===== config.mk =====
export PLATFORM = sky130hd
export DESIGN_NAME = dcache_sweep_counter
export DESIGN_NICKNAME = d
export VERILOG_FILES = /design/src/rtl/dcache_pkg.sv /design/src/rtl/dcache_sweep_counter.sv
export SDC_FILE = /design/constraint.sdc
export NUM_CORES = 1
export LEC_CHECK = 0
export BUFFER_PORTS_ARGS = -buffer_cell sky130_fd_sc_hd__clkbuf_2
export CELL_PAD_IN_SITES_DETAIL_PLACEMENT = 1
export CELL_PAD_IN_SITES_GLOBAL_PLACEMENT = 1
export CORE_AREA = 2 2 39 41
export CTS_CLUSTER_SIZE = 10
export DETAILED_ROUTE_END_ITERATION = 7
export DIE_AREA = 0 0 41 43
export PLACE_DENSITY = 0.47
export SYNTH_ARGS = -nofsm -noshare
export SYNTH_HDL_FRONTEND = slang
export SYNTH_SLANG_ARGS = --single-unit

===== constraint.sdc =====
create_clock -name clk -period 1.2 [get_ports clk]
set_input_delay 0.18 -clock clk [delete_from_list [all_inputs] [get_ports clk]]
set_output_delay 0.18 -clock clk [all_outputs]
set_load 0.05 [all_outputs]

===== src/rtl/dcache_pkg.sv =====
package dcache_pkg;

    // default geometry, overridden from the top level
    parameter int DEF_INDEX_W  = 4;
    parameter int DEF_OFFSET_W = 2;

    //////////////////////////////////////////////////////////////////////
    // pipeline request
    //////////////////////////////////////////////////////////////////////
    typedef struct packed {
        logic [31:0] addr;
        logic [31:0] wdata;
        logic [3:0]  wstrb;
        logic        write;
        logic        uncached;
        logic        inval_all;
    } dcache_req_t;

    //////////////////////////////////////////////////////////////////////
    // memory request
    //////////////////////////////////////////////////////////////////////
    // line set means a whole-line read at a line-aligned address
    typedef struct packed {
        logic [31:0] addr;
        logic [31:0] wdata;
        logic [3:0]  wstrb;
        logic        write;
        logic        line;
    } mem_req_t;

    typedef enum logic [2:0] {
        SWEEP,
        IDLE,
        LOOKUP,
        MISS_REQ,
        MISS_WAIT,
        WRITE_REQ,
        UNC_REQ,
        UNC_WAIT
    } ctrl_state_t;

endpackage


===== src/rtl/dcache_sweep_counter.sv =====
`timescale 1ns/1ps

module dcache_sweep_counter import dcache_pkg::*; #(
    parameter int INDEX_W = DEF_INDEX_W
) (
    input  logic               clk,
    input  logic               rst_n,
    input  logic               sweep_start,
    output logic               sweep_busy,
    output logic [INDEX_W-1:0] sweep_index,
    output logic               sweep_done
);

    localparam logic [INDEX_W-1:0] LAST_INDEX = '1;

    // last set of the walk
    assign sweep_done = sweep_busy && (sweep_index == LAST_INDEX);

    // busy out of reset, so the arrays start clean
    always_ff @(posedge clk or negedge rst_n) begin
        if (!rst_n) begin
            sweep_busy  <= 1'b1;
            sweep_index <= '0;
        end else if (sweep_start) begin
            sweep_busy  <= 1'b1;
            sweep_index <= '0;
        end else if (sweep_busy) begin
            sweep_index <= sweep_index + 1'b1;
            if (sweep_done) begin
                sweep_busy <= 1'b0;
            end
        end
    end

endmodule


==> results_dict.tcl, run 1 <==
set metrics [dict create \
    cts_sinks 5 \
    tightest_slew_ns 0.277 \
    slew_headroom 0.816 \
    cpPeakStageDelay_ns 0.39 \
    dr_total_vias 243 \
    p_per_area_nw_per_um2 1060 \
    syn_nets 26 \
    yosysWarnings 0 \
    r2r_slack_ns 0.04 \
    violations "setup timing" \
    fin_util 0.348 \
    final_common_cell "buf_4" \
    dr.first_iter.drc_count 2 \
    critical_path_class "register to primary output" \
    ys_types 16 \
    h-tree-depth 1 \
    yosysSeqAreaShare 0.476 \
    drive_gt1_frac 0.659 \
    cts.clk_slew.worst_paths_ns 0.05 \
    drt_drc_violations_left 0 \
    seqPwrFrac 0.367 \
    comb_power_share 0.232 \
    syn2layout_area_growth_pct 81.6 \
    clock-skew-final_ns 0.00187 \
    grt_usage 0.115 \
    overflow 0 \
    dieArea_um2 1760 \
    rows 14 \
    cp_max_fo 2 \
    rsz0062_at_grt "yes" \
    final_cell_mix "8 x buf_4, 4 x buf_8" \
    ys_ff_latch 5 \
    wl_per_cell_um 12.9 \
    avgSynthCellArea_um2 12.1 \
    io_buffers 8 \
    core-area_um2 1380 \
    grt_pass1_vias 279 \
    root_buffer "clkbuf_4" \
    hold_path.class "input pin to register" \
    crit_chain "ha_4 > nand3_4 > nor2_4 > buf_8" \
    cts_tree "built" \
    crit_family "flip-flops" \
    routed_wl_um 734 \
    endpoint_kind "primary output" \
    insertion_delay_ns 0.25 \
    grt_max_degree 7 \
    cts_buffers 3 \
    dpl.hpwl_um 492 \
    timing.rr.start "sweep_busy" \
    antenna_found_initial 0 \
    fillers 168 \
    synth_area_um2 265 \
    finalMaxSlewViolations 0 \
    grt_pass1_wl_um 1230 \
    ant_nets 0 \
    min_path_cells 2 \
    min-delay-start "sweep_start" \
    holdPathEnd "sweep_index[2]" \
    internal_power_w 0.000360 \
    max_freq_mhz 774 \
    clockBufferDepth 2 \
    swShare 0.298 \
    cp.required_ns 1.02 \
    fin_nets 46 \
    max_cap_viol_count 0 \
    power.leakage_nw 0.220 \
    arrival_ns 1.11 \
    first_pass_iters 3 \
    switchingPower_w 0.000153 \
    crit_path_top_delay_cell "dfrtp_2" \
    clkPwrFrac 0.401 \
    synthesis.instances 22 \
    fin_crit_sh 1.08 \
    chipHeight_um 43 \
    pin_count 9 \
    vdd_drop_max_mv 0.332 \
    worst_slack_ns -0.0922 \
    final.setup.tns_ns -0.0922 \
    setup_viol 1 \
    crit_buf_inv 1 \
    r2r_end "sweep_index[3]" \
    gp_congestion 0.678 \
    r2r_cells 3 \
    die_x_um 41 \
    n_antenna_cell 0 \
    status "finished, violations left" \
    fin_crit_ns 1.29 \
    initial_core_util 0.192 \
    vias_per_cell 4.26 \
    critPathLaunchType "register" \
    report.final.hold_viol_count 0 \
    crit_start "sweep_index[0]" \
]
## synthesized netlist by cell type (all sizes together)
master  number  area, um2
dfrtp        4        100
nor2         4       15.0
a21bo        1       10.0
a21o         1       7.51
a21oi        1       5.00
buf          1       11.3
dfstp        1       26.3
ha           1       12.5
inv          1       3.75
mux2         1       15.0
mux2i        1       10.0
nand3        1       5.00
nand3b       1       7.51
nand4        1       21.3
nor2b        1       6.26
xnor2        1       8.76
## worst max-delay path by stage
stage	depth (start not counted)	slack [ns]	end
global placement	4	0.006	sweep_done
detailed placement	4	-0.008	sweep_done
CTS	4	-0.11	sweep_done
global route	4	-0.13	sweep_done
floorplan	3	-0.17	sweep_index[3]
finish	4	-0.09	sweep_done
## layout make-up
cell class | instances | area (um2) | share of cell area
multi-input cells | 15 | 156 | 0.325
repair buffers | 16 | 145 | 0.301
flip-flops and latches | 5 | 130 | 0.270
clock buffers | 4 | 26.3 | 0.0545
well taps | 16 | 20.0 | 0.0416
inverters | 1 | 3.75 | 0.00779
## cell families after synthesis
family,synth area share
xor gates and xnor gates,0.0330
and+or+nand+nor,0.208
DFF,0.476
buffers and inverters,0.0566
adders and majority gates,0.0472
AOI/OAI and AO/OA,0.0849
muxes,0.0943
## state kept, by name, summed over array words and instances (netlist names)
register / cells
sweep_busy: 1
sweep_index: 4
## power groups by stage
stage / sequential [W] / clock (W) / combinational, W
finish: 0.000188 / 0.000206 / 0.000119
global route: 0.000189 / 0.000224 / 0.000128
CTS: 0.000188 / 0.000220 / 0.000116
floorplan: 0.000226 / 0 / 0.0000205
detailed placement: 0.000189 / 0 / 0.0000972
global placement: 0.000189 / 0 / 0.0000934
## routing by layer
metal,track usage,up-vias,routed length [um]
met5,0,-,0
met4,0.120,0,25
met3,0.0366,4,39
met2,0.172,10,365
met1,0.111,118,303
li1,-,111,-
## timing repair
item,CTS,global route
buffers inserted,2,0
setup endpoints to repair,5,5
pin swaps,2,0
hold endpoints to repair,5,0
hold buffers,1,0
gates resized for setup,11,5
## through the flow
stage          hold slack [ns]  area (um2)  std cells  power [W]  worst slack (ns)
3_5_place_dp            0.0128         375         50   0.000287          -0.00805
4_1_cts                  0.169         477         57   0.000523            -0.114
2_1_floorplan           -0.116         289         22   0.000247            -0.171
5_1_grt                  0.187         482         57   0.000541            -0.129
6_report                 0.179         482         57   0.000513           -0.0922
3_3_place_gp           0.00721         375         50   0.000282           0.00640
Power figures use the tool's default switching activity.
==> run 2: changes to the inputs <==
--- a/config.mk
+++ b/config.mk
@@ -12,7 +12,7 @@
 export CTS_CLUSTER_SIZE = 10
 export DETAILED_ROUTE_END_ITERATION = 7
 export DIE_AREA = 0 0 41 43
-export PLACE_DENSITY = 0.47
+export PLACE_DENSITY = 0.46
 export SYNTH_ARGS = -nofsm -noshare
 export SYNTH_HDL_FRONTEND = slang
 export SYNTH_SLANG_ARGS = --single-unit
==> constraint.sdc (replaced) <==
create_clock -name clk -period 1.5 [get_ports clk]
set_input_delay 0.15 -clock clk [delete_from_list [all_inputs] [get_ports clk]]
set_output_delay 0.15 -clock clk [all_outputs]
set_load 0.05 [all_outputs]
==> results_dict.tcl, run 2 (synthesis results as in run 1) <==
set metrics [dict create \
    arrival_ns 1.27 \
    die_x_um 41 \
    grt_pass1_vias 220 \
    initial_core_util 0.192 \
    syn2layout_area_growth_pct 44.8 \
    root_buffer "clkbuf_4" \
    slew_headroom 0.817 \
    vias_per_cell 4.16 \
    fin_crit_ns 1.42 \
    seq_area_um2 129 \
    drt_drc_violations_left 0 \
    fillers 154 \
    clock-skew-final_ns 0.00566 \
    crit_chain "inv_1 > nor2_4 > clkbuf_8" \
    fin_nets 40 \
    h-tree-depth 1 \
    setup_viol 0 \
    tightest_slew_ns 0.276 \
    ant_nets 0 \
    final.setup.tns_ns 0 \
    grt_pass1_wl_um 945 \
    status "finished clean" \
    power.leakage_nw 0.183 \
    finalMaxSlewViolations 0 \
    grt_usage 0.0858 \
    crit_family "flip-flops" \
    antenna_found_initial 0 \
    vdd_drop_max_mv 0.486 \
    dr.first_iter.drc_count 2 \
    final_area_um2 384 \
    worst_slack_ns 0.0827 \
    cp.required_ns 1.35 \
    critPathLaunchType "register" \
    final_cell_mix "7 x clkbuf_2, 3 x nor2_1, 3 x clkbuf_4" \
    cts_buffers 3 \
    io_buffers 8 \
    max_cap_viol_count 0 \
    chipHeight_um 43 \
    final_common_cell "clkbuf_2" \
    dr_total_vias 212 \
    rows 14 \
    p_per_area_nw_per_um2 990 \
    drive_gt1_frac 0.571 \
    cp_max_fo 8 \
    cpPeakStageDelay_ns 0.63 \
    max_freq_mhz 706 \
    reg.largest.list "sweep_index (4), sweep_busy (1)" \
    cts_tree "built" \
    critical_path_class "register to primary output" \
    hold_ws_ns 0.147 \
    largest_register_ffs 4 \
    grt_max_degree 9 \
    report.final.hold_viol_count 0 \
    multi_input_area_um2 139 \
    cts.clk_slew.worst_paths_ns 0.05 \
    endpoint_kind "primary output" \
    pin_count 9 \
    placed_area_um2 324 \
    fin_crit_sh 0.945 \
    crit_path_top_delay_cell "dfstp_2" \
    rsz0062_at_grt "no" \
    n_antenna_cell 0 \
    pre_cts_ws_ns 0.200 \
    routed_wl_um 572 \
    hold_path.class "input pin to register" \
    wl_per_cell_um 11.2 \
    regMostFlops "sweep_index" \
    first_pass_iters 4 \
    cts_sinks 5 \
    crit_buf_inv 2 \
    gp_congestion 0.707 \
    dieArea_um2 1760 \
    overflow 0 \
    clockBufferDepth 2 \
    core-area_um2 1380 \
    insertion_delay_ns 0.25 \
]
-- run 2: cell count changes in the layout (fill, tap and decap cells not counted), sizes merged --
cell,change
clkbuf,+5
buf,-11
-- run 2: per-stage QoR --
stage | utilization | std cells | power (W)
after detailed placement | 0.234 | 45 | 0.000212
final | 0.278 | 51 | 0.000380
after CTS | 0.267 | 50 | 0.000383
after floorplan | - | 22 | 0.000193
after global routing | 0.278 | 51 | 0.000399
after global placement | 0.234 | 45 | 0.000211
-- run 2: worst register-to-register path, delay by kind of cell, from the launching register on --
kind | cells | cell delay (ns)
mux | 1 | 0.30
simple gates | 1 | 0.12
flops | 1 | 0.63
-- run 2: report_power, final --
| part | internal, W | switching, W | total (W) | leakage, nW |
|---|---|---|---|---|
| clock network | 0.000101 | 0.0000639 | 0.000165 | 0.0150 |
| registers | 0.000143 | 0.0000108 | 0.000154 | 0.0612 |
| logic | 0.0000207 | 0.0000405 | 0.0000612 | 0.107 |
-- run 2: timing repair --
| action | CTS | global route |
|---|---|---|
| endpoints found under the hold margin | 5 | 0 |
| gates resized for setup | 2 | 2 |
| hold buffers | 1 | 0 |
| buffers inserted | 0 | 1 |
| setup endpoints to repair | 1 | 1 |
-- run 2: routing by layer --
| metal | GRT usage | wire, um |
|---|---|---|
| met1 | 0.105 | 250 |
| met2 | 0.109 | 255 |
| met3 | 0.0785 | 65 |
| met4 | 0.0200 | 0 |
| met5 | 0 | 0 |
-- run 2: layout make-up --
class | count | area share
Tap cell | 16 | 0.0521
Inverter | 1 | 0.00977
Clock buffer | 4 | 0.0684
Timing Repair Buffer | 10 | 0.173
Multi-Input combinational cell | 15 | 0.362
Sequential cell | 5 | 0.336
-- run 2: worst paths after layout --
check,slack [ns],startpoint,endpoint,depth (start not counted)
max,0.08,sweep_busy,sweep_done,3
min,0.15,sweep_start,sweep_index[2],2
max reg2reg,0.33,sweep_busy,sweep_index[3],2
min reg2reg,0.59,sweep_busy,sweep_busy,1
max in group asynchronous,1.04,rst_n,sweep_busy,2
min in group asynchronous,0.25,rst_n,sweep_index[0],2
