===== src/rtl/dcache_pkg.sv =====
package dcache_pkg;

    // default geometry, overridden from the top level
    parameter int DEF_INDEX_W  = 4;
    parameter int DEF_OFFSET_W = 2;

    //////////////////////////////////////////////////////////////////////
    // pipeline request
    //////////////////////////////////////////////////////////////////////
    typedef struct packed {
        logic [31:0] addr;
        logic [31:0] wdata;
        logic [3:0]  wstrb;
        logic        write;
        logic        uncached;
        logic        inval_all;
    } dcache_req_t;

    //////////////////////////////////////////////////////////////////////
    // memory request
    //////////////////////////////////////////////////////////////////////
    // line set means a whole-line read at a line-aligned address
    typedef struct packed {
        logic [31:0] addr;
        logic [31:0] wdata;
        logic [3:0]  wstrb;
        logic        write;
        logic        line;
    } mem_req_t;

    typedef enum logic [2:0] {
        SWEEP,
        IDLE,
        LOOKUP,
        MISS_REQ,
        MISS_WAIT,
        WRITE_REQ,
        UNC_REQ,
        UNC_WAIT
    } ctrl_state_t;

endpackage


===== src/rtl/dcache_ctrl.sv =====
`timescale 1ns/1ps

module dcache_ctrl import dcache_pkg::*; #(
    parameter int INDEX_W  = DEF_INDEX_W,
    parameter int OFFSET_W = DEF_OFFSET_W
) (
    input  logic               clk,
    input  logic               rst_n,
    input  logic               req_valid,
    input  dcache_req_t        req,
    output logic               req_ready,
    output logic               resp_valid,
    output logic [31:0]        resp_rdata,
    output logic               mem_req_valid,
    output mem_req_t           mem_req,
    input  logic               mem_req_ready,
    input  logic               mem_resp_valid,
    output logic [INDEX_W-1:0] rd_index,
    output logic [31:0]        buf_addr,
    output logic [31:0]        buf_wdata,
    output logic [3:0]         buf_wstrb,
    input  logic               hit,
    input  logic               hit_way,
    input  logic               victim_way,
    output logic               tag_write,
    output logic               lru_touch,
    output logic               touch_way,
    output logic               word_write,
    output logic               line_fill,
    output logic               fill_way,
    output logic               rd_way,
    output logic               sweep_start,
    input  logic               sweep_busy,
    input  logic               sweep_done,
    input  logic [31:0]        rd_word
);

    localparam int IDX_LO = OFFSET_W + 2;

    ctrl_state_t state_q;
    ctrl_state_t dispatch;
    dcache_req_t buf_q;
    logic        pend_q;
    logic        inval_q;
    logic [31:0] resp_q;
    logic        lookup;
    logic        rd_hit;
    logic        accept;
    logic        refill;
    logic        unc_done;

    assign lookup   = (state_q == LOOKUP);
    assign rd_hit   = lookup && hit && !buf_q.write;
    assign refill   = (state_q == MISS_WAIT) && mem_resp_valid;
    assign unc_done = (state_q == UNC_WAIT) && mem_resp_valid;

    // a read hit frees the buffer in the cycle it answers
    assign req_ready = !sweep_busy && ((state_q == IDLE) || rd_hit);
    assign accept    = req_valid && req_ready;

    assign dispatch = req.inval_all ? SWEEP : (req.uncached ? UNC_REQ : LOOKUP);

    assign rd_index = req_ready ? req.addr[IDX_LO +: INDEX_W] : buf_q.addr[IDX_LO +: INDEX_W];

    ///////////////////////////////////////////////////////////////////////
    // state machine
    ///////////////////////////////////////////////////////////////////////
    always_ff @(posedge clk or negedge rst_n) begin
        if (!rst_n) begin
            state_q <= SWEEP;
            pend_q  <= 1'b0;
            inval_q <= 1'b0;
        end else begin
            pend_q <= 1'b0;
            if (accept) begin
                inval_q <= req.inval_all;
            end
            case (state_q)
                SWEEP: begin
                    if (sweep_done) begin
                        state_q <= IDLE;
                        // the reset sweep gets no response
                        pend_q  <= inval_q;
                        inval_q <= 1'b0;
                    end
                end
                IDLE: begin
                    if (accept) begin
                        state_q <= dispatch;
                    end
                end
                LOOKUP: begin
                    if (buf_q.write) begin
                        state_q <= WRITE_REQ;
                    end else if (!hit) begin
                        state_q <= MISS_REQ;
                    end else if (accept) begin
                        state_q <= dispatch;
                    end else begin
                        state_q <= IDLE;
                    end
                end
                MISS_REQ: begin
                    if (mem_req_ready) begin
                        state_q <= MISS_WAIT;
                    end
                end
                WRITE_REQ: begin
                    if (mem_req_ready) begin
                        state_q <= IDLE;
                        pend_q  <= 1'b1;
                    end
                end
                UNC_REQ: begin
                    if (mem_req_ready) begin
                        state_q <= buf_q.write ? IDLE : UNC_WAIT;
                        pend_q  <= buf_q.write;
                    end
                end
                MISS_WAIT, UNC_WAIT: begin
                    if (mem_resp_valid) begin
                        state_q <= IDLE;
                        pend_q  <= 1'b1;
                    end
                end
                default: state_q <= IDLE;
            endcase
        end
    end

    // request buffer and latched response word
    always_ff @(posedge clk) begin
        if (accept) begin
            buf_q <= req;
        end
        resp_q <= (refill || unc_done) ? rd_word : '0;
    end

    ///////////////////////////////////////////////////////////////////////
    // array and memory steering
    ///////////////////////////////////////////////////////////////////////
    assign buf_addr  = buf_q.addr;
    assign buf_wdata = buf_q.wdata;
    assign buf_wstrb = buf_q.wstrb;

    assign word_write  = (lookup && hit && buf_q.write) || unc_done;
    assign line_fill   = refill || unc_done;
    assign tag_write   = refill;
    assign lru_touch   = (lookup && hit) || refill;
    assign fill_way    = lookup ? hit_way : victim_way;
    assign touch_way   = fill_way;
    assign rd_way      = hit_way;
    assign sweep_start = accept && req.inval_all;

    assign resp_valid = pend_q || rd_hit;
    assign resp_rdata = pend_q ? resp_q : rd_word;

    assign mem_req_valid = (state_q == MISS_REQ) || (state_q == WRITE_REQ) ||
                           (state_q == UNC_REQ);

    always_comb begin
        mem_req       = '0;
        mem_req.addr  = buf_q.addr;
        mem_req.wdata = buf_q.wdata;
        mem_req.wstrb = buf_q.wstrb;
        mem_req.write = buf_q.write;
        // refills fetch the whole line from its first word
        if (state_q == MISS_REQ) begin
            mem_req.line             = 1'b1;
            mem_req.addr[IDX_LO-1:0] = '0;
        end
    end

endmodule


===== config.mk =====
export PLATFORM = sky130hd
export DESIGN_NAME = dcache_ctrl
export DESIGN_NICKNAME = d
export VERILOG_FILES = /design/src/rtl/dcache_pkg.sv /design/src/rtl/dcache_ctrl.sv
export SDC_FILE = /design/constraint.sdc
export NUM_CORES = 1
export LEC_CHECK = 0
export ABC_CLOCK_PERIOD_IN_PS = 2900
export BUFFER_PORTS_ARGS = -buffer_cell sky130_fd_sc_hd__buf_4
export CORE_MARGIN = 4
export CORE_UTILIZATION = 38
export CTS_CLUSTER_SIZE = 30
export DETAILED_ROUTE_END_ITERATION = 8
export PLACE_DENSITY_LB_ADDON = 0.08
export SLEW_MARGIN = 20
export SYNTH_ARGS = -nofsm -noshare
export SYNTH_HDL_FRONTEND = slang
export SYNTH_SLANG_ARGS = --single-unit

===== constraint.sdc =====
create_clock -name clk -period 2.9 [get_ports clk]
set_clock_uncertainty 0.15 [all_clocks]
set_input_delay 0.145 -clock clk [delete_from_list [all_inputs] [get_ports clk]]
set_output_delay 0.145 -clock clk [all_outputs]
set_load 0.01 [all_outputs]

==> results of run 1 <==
-- routing by layer --
layer,vias up,wire length (um)
li1,1733,-
met1,1712,5010
met2,180,7760
met3,24,1010
met4,0,333
met5,-,0
-- where the power goes --
part           internal [uW]  switching [uW]  leakage, uW  total (uW)
Combinational            922             776      0.00233        1700
Sequential              1810             114     0.000956        1930
Clock                    941             536     0.000188        1480
Total                   3680            1430      0.00347        5100
-- repair_timing --
action / in CTS / in global routing
endpoints found under the hold margin: 108 / 0
hold buffers: 105 / 0
setup endpoints to repair: 0 / 0
-- worst paths after layout --
path / start / endpoint / slack (ns) / cells after the start
hold / removal: sweep_done / inval_q / 0.07 / 3
setup / recovery: state_q[2] / sweep_start / 0.65 / 4
max in group asynchronous: rst_n / state_q[0] / 1.79 / 3
min in group asynchronous: rst_n / inval_q / 0.59 / 3
setup reg to reg: state_q[2] / buf_addr[27] / 0.74 / 3
hold reg to reg: inval_q / pend_q / 0.36 / 2
-- layout by cell type (no fill, tap or decap), types with 4 or more instances in the layout --
| master | count |
|---|---|
| a21oi_1 | 5 |
| and2_1 | 40 |
| buf_4 | 302 |
| clkbuf_16 | 12 |
| dfrtp_1 | 5 |
| dfxtp_1 | 32 |
| dlygate4sd3_1 | 105 |
| edfxtp_1 | 69 |
| mux2_2 | 36 |
| nand2_1 | 7 |
| nor2_1 | 6 |
| nor2b_1 | 4 |
| o21ai_0 | 4 |
-- kinds of logic (layout without fill, tap and decap cells) --
| family | after synthesis | count (layout) | synth area share |
|---|---|---|---|
| xor+xnor | 2 | 2 | 0.00556 |
| buf+inv | 82 | 428 | 0.133 |
| other cells | 0 | 1 | 0 |
| simple gates | 66 | 66 | 0.0920 |
| mux | 41 | 41 | 0.102 |
| flops | 106 | 106 | 0.631 |
| compound gates | 23 | 23 | 0.0373 |
-- critical path: stages, from the launching register on --
cell and delay, ns:
dfrtp_1 0.57, nor3b_4 0.39, o21a_4 0.38, and2_1 0.17
buf_4 0.11
-- area by class of cell --
type                            instances  area (um2)
Sequential cell                       106        2840
Fill cell                             855        3690
Clock inverter                          3        68.8
Clock buffer                           13         314
Antenna cell                            1        2.50
Tap cell                              143         179
Inverter                                4        15.0
Multi-Input combinational cell        132        1070
Timing Repair Buffer                  408        3340
-- stage by stage --
| stage | total power, uW | hold WS, ns | std cells | instance area, um2 |
|---|---|---|---|---|
| after floorplan | 2870 | -0.301 | 320 | 4500 |
| after global placement | 3510 | -0.196 | 688 | 6390 |
| after detailed placement | 3530 | -0.196 | 688 | 6390 |
| after CTS | 5130 | 0.0569 | 809 | 7830 |
| after global routing | 5330 | 0.0879 | 810 | 7830 |
| final | 5100 | 0.0734 | 810 | 7830 |
-- flip-flops by register name (all words and copies together), names as in the netlist --
signal     flops
buf_addr      32
buf_wdata     32
buf_wstrb      4
inval_q        1
mem_req        1
pend_q         1
resp_q        32
state_q        3
==> flow_summary.json, run 1 <==
{
  "leakage_uw": 0.00347,
  "die_h_um": 117,
  "max_freq_mhz": 444,
  "cts.clk_slew.worst_paths_ns": 0.07,
  "pre_cts_ws_ns": 0.751,
  "synthCells": 320,
  "final.period_utilization": 0.777,
  "finalCriticalPeriod_ns": 2.25,
  "initial_core_util": 0.391,
  "cts_buffers": 9,
  "crit_path_end_kind": "output pin",
  "grtUsageTotal": 0.192,
  "hold_viol": 0,
  "grt_overflow": 0,
  "mappedNetlistArea_um2": 4500,
  "dp_hpwl_mm": 10.2,
  "synth_top_cells_by_count": "edfxtp_1 (69), buf_4 (66), and2_1 (40), mux2_2 (36), dfxtp_1 (32)",
  "use_met1": 0.205,
  "synth_most_common_cell": "edfxtp_1",
  "grtUsageMet3": 0.0437,
  "port_buffers": 297,
  "finalMaxSlewViolations": 0,
  "grt_antenna_before_repair": 1,
  "grt_max_degree": 53,
  "final_util": 0.680,
  "drive_above_1_share": 0.551,
  "synth_top_area_share": 0.461,
  "grt_setup_unrepaired": "no",
  "yosys_warnings": 0,
  "htree_levels": 3,
  "fp.coreArea_um2": 11500,
  "synth-edff-count": 69,
  "synthFlopType": "edfxtp_1",
  "first_global_vias": 3710,
  "vias": 3649,
  "clk_latency_ns": 0.33,
  "cp-start-kind": "flop",
  "final.setup.tns_ns": 0,
  "worst_slew_pin_slew_ns": 0.517,
  "die_area_um2": 13600,
  "via_per_inst": 4.50,
  "drt-initial-drc-count": 189,
  "synth_area_per_cell_um2": 14.1,
  "ys_seq_area_frac": 0.631,
  "hold_class": "input port to flop",
  "synth_top_cell_by_area": "edfxtp_1",
  "postCtsSetupBuffers": 0,
  "worst_slack_ns": 0.648,
  "antenna_left": 0,
  "synth_area_leaders": "edfxtp_1 (46%), dfxtp_1 (14%), buf_4 (11%)",
  "nNetsFinal": 774,
  "first_pass_iters": 4,
  "synth-async-reset-ratio": 0.0472,
  "grt_pass1_wl_mm": 19.7,
  "critPathArrivalTime_ns": 1.96,
  "busiest_layer": "met2",
  "synthesis.nets": 433,
  "pin_count": 298,
  "setup_viol": 0,
  "clock-sinks": 106,
  "synth-seq-cells": 106,
  "relSlewSlack": 0.655,
  "std_cell_rows": 39,
  "peakVddDrop_mv": 0.364,
  "avgRoutedWirePerCell_um": 17.4,
  "worstPathMaxFanout": 20,
  "worstSetupPathType": "flop to output pin",
  "die-width_um": 117,
  "status": "finished, final reports clean",
  "clock-root-buffer": "clkbuf_16",
  "met2_usage": 0.364,
  "yosys.cell_types.count": 39,
  "cts_resized": 0,
  "syn_to_final_growth_pct": 74.0,
  "cts_buffer_depth": 2,
  "drv_cap": 0,
  "gp_congestion": 0.863,
  "required_ns": 2.61,
  "routed_wl_mm": 14.1,
  "drc_errors": 0,
  "cts_tree": "done",
  "powerDensity_nw_per_um2": 652
}
(Power assumes the default switching activity.)
==> run 2: changes to the inputs <==
- ABC_AREA: unset -> 1
- ABC_CLOCK_PERIOD_IN_PS: 2900 -> 2000
- clock period: 2.9 -> 2 ns (I/O delays scaled with it)
==> run 2 against run 1 <==
Clock power increased by 10%. Global-route usage shrank 0.33 points. Die area up 2.7%. Clock-buffer cell count fell by 1. Largest power group unchanged. First-iteration DRC count rose by 8.5%. Worst setup slack worse by 0.57 ns. Cell count rose by 12%. Hold slack lost 0.058 ns. Utilization shrank 1.2 points.
==> flow_summary.json, run 2 <==
{
  "power.share.sequential": 0.405,
  "clock-sinks": 106,
  "fp.coreArea_um2": 12000,
  "reg2reg_setup_slack_ns": 0.17,
  "final_util": 0.668,
  "port_buffers": 297,
  "synthFlopType": "edfxtp_1",
  "yosys_warnings": 0,
  "first_pass_iters": 4,
  "rr_worst_depth": 6,
  "power.internal_uw": 4700,
  "die_area_um2": 14000,
  "final.period_utilization": 0.959,
  "syn_to_final_growth_pct": 72.5,
  "worstHoldStart": "hit",
  "clk_latency_ns": 0.33,
  "grt_overflow": 0,
  "pre_cts_ws_ns": 0.130,
  "routed_wl_mm": 13.3,
  "hold_viol": 0,
  "finalMaxSlewViolations": 0,
  "htree_levels": 3,
  "final.setup.tns_ns": 0,
  "p_comb_frac": 0.357,
  "setup_viol": 0,
  "synthesis.nets": 518,
  "synth_most_common_cell": "edfxtp_1",
  "pin_count": 298,
  "die_h_um": 118,
  "hold_path_end": "state_q[1]",
  "critPathArrivalTime_ns": 1.67,
  "finalCriticalPeriod_ns": 1.92,
  "status": "finished, final reports clean",
  "synth_area_per_cell_um2": 11.4,
  "worst_slack_ns": 0.0815,
  "whs_path_depth": 6,
  "worst_slew_pin_slew_ns": 0.315,
  "required_ns": 1.75,
  "worstSetupPathType": "flop to output pin",
  "synthCells": 405,
  "synth_top_area_share": 0.448,
  "via_per_inst": 4.35,
  "power_frac_clock": 0.238,
  "ys_seq_area_frac": 0.613,
  "die-width_um": 118,
  "gp_congestion": 0.757,
  "std_cell_rows": 40,
  "peakVddDrop_mv": 0.619,
  "first_global_vias": 4189,
  "synth-async-reset-ratio": 0.0472,
  "cts_buffers": 9,
  "grt_antenna_before_repair": 1,
  "synth-edff-count": 69,
  "grt_max_degree": 66,
  "final_common_cell": "buf_4",
  "relSlewSlack": 0.790,
  "drv_cap": 0,
  "regToRegEndpoint": "buf_wdata[14]",
  "cts.clk_slew.worst_paths_ns": 0.07,
  "vias": 3953,
  "grt_pass1_wl_mm": 21.3,
  "drt-initial-drc-count": 205,
  "n_fill_cell": 921,
  "avgRoutedWirePerCell_um": 14.6,
  "yosys.cell_types.count": 30,
  "cp-start-kind": "flop",
  "drc_errors": 0,
  "max_freq_mhz": 521,
  "p_switching_uw": 2140,
  "synth_top_cells_by_count": "edfxtp_1 (69), buf_4 (66), nand2_1 (65), inv_1 (48), o21ai_0 (34)",
  "mappedNetlistArea_um2": 4630,
  "cts_buffer_depth": 2,
  "hold_class": "input port to flop",
  "initial_core_util": 0.387,
  "powerDensity_nw_per_um2": 856,
  "crit_path_end_kind": "output pin",
  "synth-seq-cells": 106,
  "mostFrequentLayoutCells": "buf_4 (306), dlygate4sd3_1 (106), edfxtp_1 (69)",
  "dp_hpwl_mm": 9.83,
  "leakage_uw": 0.00364,
  "rr_startpoint": "state_q[0]",
  "antenna_left": 0,
  "cts_tree": "done",
  "p_sw_frac": 0.312,
  "clock-root-buffer": "clkbuf_16",
  "worstPathMaxFanout": 6,
  "synth_area_leaders": "edfxtp_1 (45%), dfxtp_1 (14%), buf_4 (11%)",
  "drive_above_1_share": 0.494,
  "synth_top_cell_by_area": "edfxtp_1",
  "nNetsFinal": 869,
  "grtUsageTotal": 0.189
}
run 2: cell count changes after synthesis, sizes merged, moves of 4 or more:
cell   previous run  this run
o21ai             5        38
nand3             0         7
nand2             7        68
nor2              7        43
inv               4        53
mux2             38         1
nor2b             4         0
and2             40         0
run 2: area by class of cell:
class                   instances  area (um2)  share of cell area
inverters                      53         201              0.0252
clock buffers                  12         246              0.0309
multi-input cells             169        1030               0.128
diodes                          1        2.50            0.000313
repair buffers                417        3460               0.433
well taps                     147         184              0.0230
clock inverters                 4        26.3             0.00329
flip-flops and latches        106        2840               0.356
run 2: power groups by stage:
stage	logic [uW]	clock network [uW]	registers (uW)
2_1_floorplan	1200	0	2820
3_3_place_gp	2230	0	2800
3_5_place_dp	2240	0	2810
4_1_cts	2420	1680	2770
5_1_grt	2660	1750	2800
6_report	2440	1630	2770
run 2: how the worst max path moves through the flow:
stage	to	slack [ns]	from
finish	touch_way	0.08	state_q[0]
global route	touch_way	-0.02	state_q[0]
CTS	touch_way	0.02	state_q[0]
detailed placement	buf_wdata[28]	0.13	state_q[2]
global placement	buf_wdata[31]	0.18	state_q[2]
floorplan	state_q[0]	-0.16	mem_req[1]
run 2: kinds of logic after synthesis:
group	Yosys count	share of synthesized area
simple gates	123	0.165
mux	1	0.00243
buf+inv	130	0.167
flops	106	0.613
compound gates	45	0.0522
run 2: metal layers:
layer  up-vias  global-route usage  wire, um
li1       1933                   -         -
met1      1828               0.195      4570
met2       173               0.364      7480
met3        19              0.0512       953
met4         0              0.0644       257
met5         -                   0         0
run 2: worst max-delay path, cell delays in order (launching register included):
cell	delay, ns
dfrtp_2	0.48
nor3_2	0.22
buf_4	0.15
mux2_2	0.34
buf_4	0.15
run 2: repair_timing:
action | in CTS | in global routing
hold buffers | 106 | 0
endpoints found under the hold margin | 109 | 0
setup buffers | 0 | 5
resized for setup | 0 | 5
endpoints found under the setup margin | 0 | 7
run 2: per-stage QoR:
stage | total power, uW | cell area (um2) | hold slack, ns | cells
2_1_floorplan | 4020 | 4630 | -0.346 | 405
3_3_place_gp | 5030 | 6600 | -0.244 | 781
6_report | 6830 | 7990 | 0.0155 | 909
3_5_place_dp | 5050 | 6600 | -0.241 | 781
5_1_grt | 7210 | 7990 | 0.0578 | 909
4_1_cts | 6870 | 7940 | 0.00269 | 903
==> run 3: changes to the inputs <==
- CAP_MARGIN: unset -> 40
- RECOVER_POWER: unset -> 100
==> run 3 against run 2 <==
Sequential power is essentially flat. Hold slack got worse by 0.0065 ns. Clock-buffer cell count unchanged. Clock power is essentially flat. Sequential cell count unchanged. First-iteration DRC count shrank 12%. Critical endpoint unchanged. Critical path depth stayed put. Highest routed layer unchanged. Global-route usage did not move.
==> flow_summary.json, run 3 (synthesis gave the netlist of run 2 again) <==
{
  "cts_buffer_depth": 2,
  "gp_congestion": 0.757,
  "die_h_um": 118,
  "status": "finished, final reports clean",
  "ff_latch_area_um2": 2840,
  "hold_viol": 0,
  "first_global_vias": 4189,
  "cts_tree": "done",
  "cts_buffers": 9,
  "worstPathMaxFanout": 6,
  "peakVddDrop_mv": 0.625,
  "p_switching_uw": 2120,
  "worstSetupPathType": "flop to output pin",
  "drv_cap": 0,
  "dp.cells": 781,
  "cp-start-kind": "flop",
  "powerDensity_nw_per_um2": 889,
  "clock-sinks": 106,
  "power.share.sequential": 0.431,
  "port_buffers": 297,
  "grt_overflow": 0,
  "multi_input_area_um2": 971,
  "max_freq_mhz": 519,
  "clk_latency_ns": 0.34,
  "worst_slew_pin_slew_ns": 0.420,
  "clock-root-buffer": "clkbuf_16",
  "std_cell_rows": 40,
  "relSlewSlack": 0.720,
  "p_comb_frac": 0.314,
  "grt_max_degree": 66,
  "first_pass_iters": 4,
  "required_ns": 1.75,
  "setup_viol": 0,
  "p_sw_frac": 0.330,
  "final_util": 0.603,
  "drt-initial-drc-count": 180,
  "grt_antenna_before_repair": 1,
  "antenna_left": 0,
  "die-width_um": 118,
  "final_common_cell": "clkbuf_1",
  "initial_core_util": 0.387,
  "critPathArrivalTime_ns": 1.68,
  "avgRoutedWirePerCell_um": 14.7,
  "cts.clk_slew.worst_paths_ns": 0.07,
  "via_per_inst": 4.31,
  "pin_count": 298,
  "n_fill_cell": 1169,
  "final.period_utilization": 0.963,
  "die_area_um2": 14000,
  "leakage_uw": 0.00295,
  "stdcell_count": 909,
  "htree_levels": 3,
  "nNetsFinal": 869,
  "routed_wl_mm": 13.4,
  "finalMaxSlewViolations": 0,
  "finalInstanceArea_um2": 7210,
  "vias": 3921,
  "power.internal_uw": 4290,
  "drc_errors": 0,
  "fp.coreArea_um2": 12000,
  "crit_path_end_kind": "output pin",
  "mostFrequentLayoutCells": "clkbuf_1 (181), dlygate4sd3_1 (106), clkbuf_4 (70)",
  "dp_hpwl_mm": 9.83,
  "placed_cell_area_um2": 6600,
  "grtUsageTotal": 0.189,
  "hold_class": "input port to flop",
  "finalCriticalPeriod_ns": 1.93,
  "power_frac_clock": 0.255,
  "grt_pass1_wl_mm": 21.3,
  "syn_to_final_growth_pct": 55.7,
  "drive_above_1_share": 0.248
}
-- run 3: cell types whose count changed in the layout (fill, tap and decap cells not counted) --
| cell | change |
|---|---|
| buf_4 | -250 |
| clkbuf_1 | +179 |
| clkbuf_4 | +70 |
| nor2_1 | +7 |
| nor2_4 | -7 |
| buf_12 | -4 |
| clkbuf_2 | +3 |
| buf_6 | +1 |
| buf_8 | +1 |
| inv_2 | +1 |
| inv_4 | -1 |
| nand2_1 | +1 |
| nand2_2 | -1 |
-- run 3: area by class of cell --
type | count | area share
repair buffers | 417 | 0.380
inverters | 53 | 0.0276
flip-flops and latches | 106 | 0.394
diodes | 1 | 0.000347
clock inverters | 4 | 0.00364
well taps | 147 | 0.0255
clock buffers | 12 | 0.0342
multi-input cells | 169 | 0.135
-- run 3: worst max-delay path: stages, from the launching register on --
cell and delay, ns:
dfrtp_2 0.48, nor3_2 0.22, buf_4 0.15, mux2_2 0.34, buf_4 0.15
-- run 3: per-layer routing --
metal  global-route usage  vias up  routed length (um)
met5                    0        -                   0
met4               0.0644        0                 281
met3               0.0512       21                 982
met2                0.364      168                7360
met1                0.195     1802                4780
li1                     -     1930                   -
-- run 3: stage by stage --
step | power, uW | hold WS, ns | setup slack, ns | TNS (ns)
final | 6410 | 0.00893 | 0.0749 | 0
after global routing | 6770 | 0.0578 | -0.0164 | -0.0299
after CTS | 6870 | 0.00269 | 0.0239 | 0
after detailed placement | 5050 | -0.241 | 0.130 | 0
after global placement | 5030 | -0.244 | 0.182 | 0
after floorplan | 4020 | -0.346 | -0.156 | -6.50
-- run 3: final timing paths --
| path | from | cells after the start | slack [ns] | end |
|---|---|---|---|---|
| max | state_q[0] | 4 | 0.07 | touch_way |
| min | hit | 6 | 0.009 | state_q[1] |
| max reg2reg | state_q[0] | 6 | 0.13 | mem_req[1] |
| min reg2reg | inval_q | 2 | 0.44 | pend_q |
| max in group asynchronous | rst_n | 3 | 0.91 | state_q[2] |
| min in group asynchronous | rst_n | 3 | 0.58 | state_q[1] |
-- run 3: power by group through the flow --
stage                     registers, uW  logic [uW]  clock network (uW)
after floorplan                    2820        1200                   0
after global placement             2800        2230                   0
after detailed placement           2810        2240                   0
after CTS                          2770        2420                1680
after global routing               2790        2230                1750
final                              2760        2020                1630
-- run 3: what timing repair did --
item                                    in CTS  in global routing
hold buffers                               106                  0
endpoints found under the setup margin       0                  7
gates resized for setup                      0                  5
endpoints found under the hold margin      109                  0
setup buffers                                0                  5
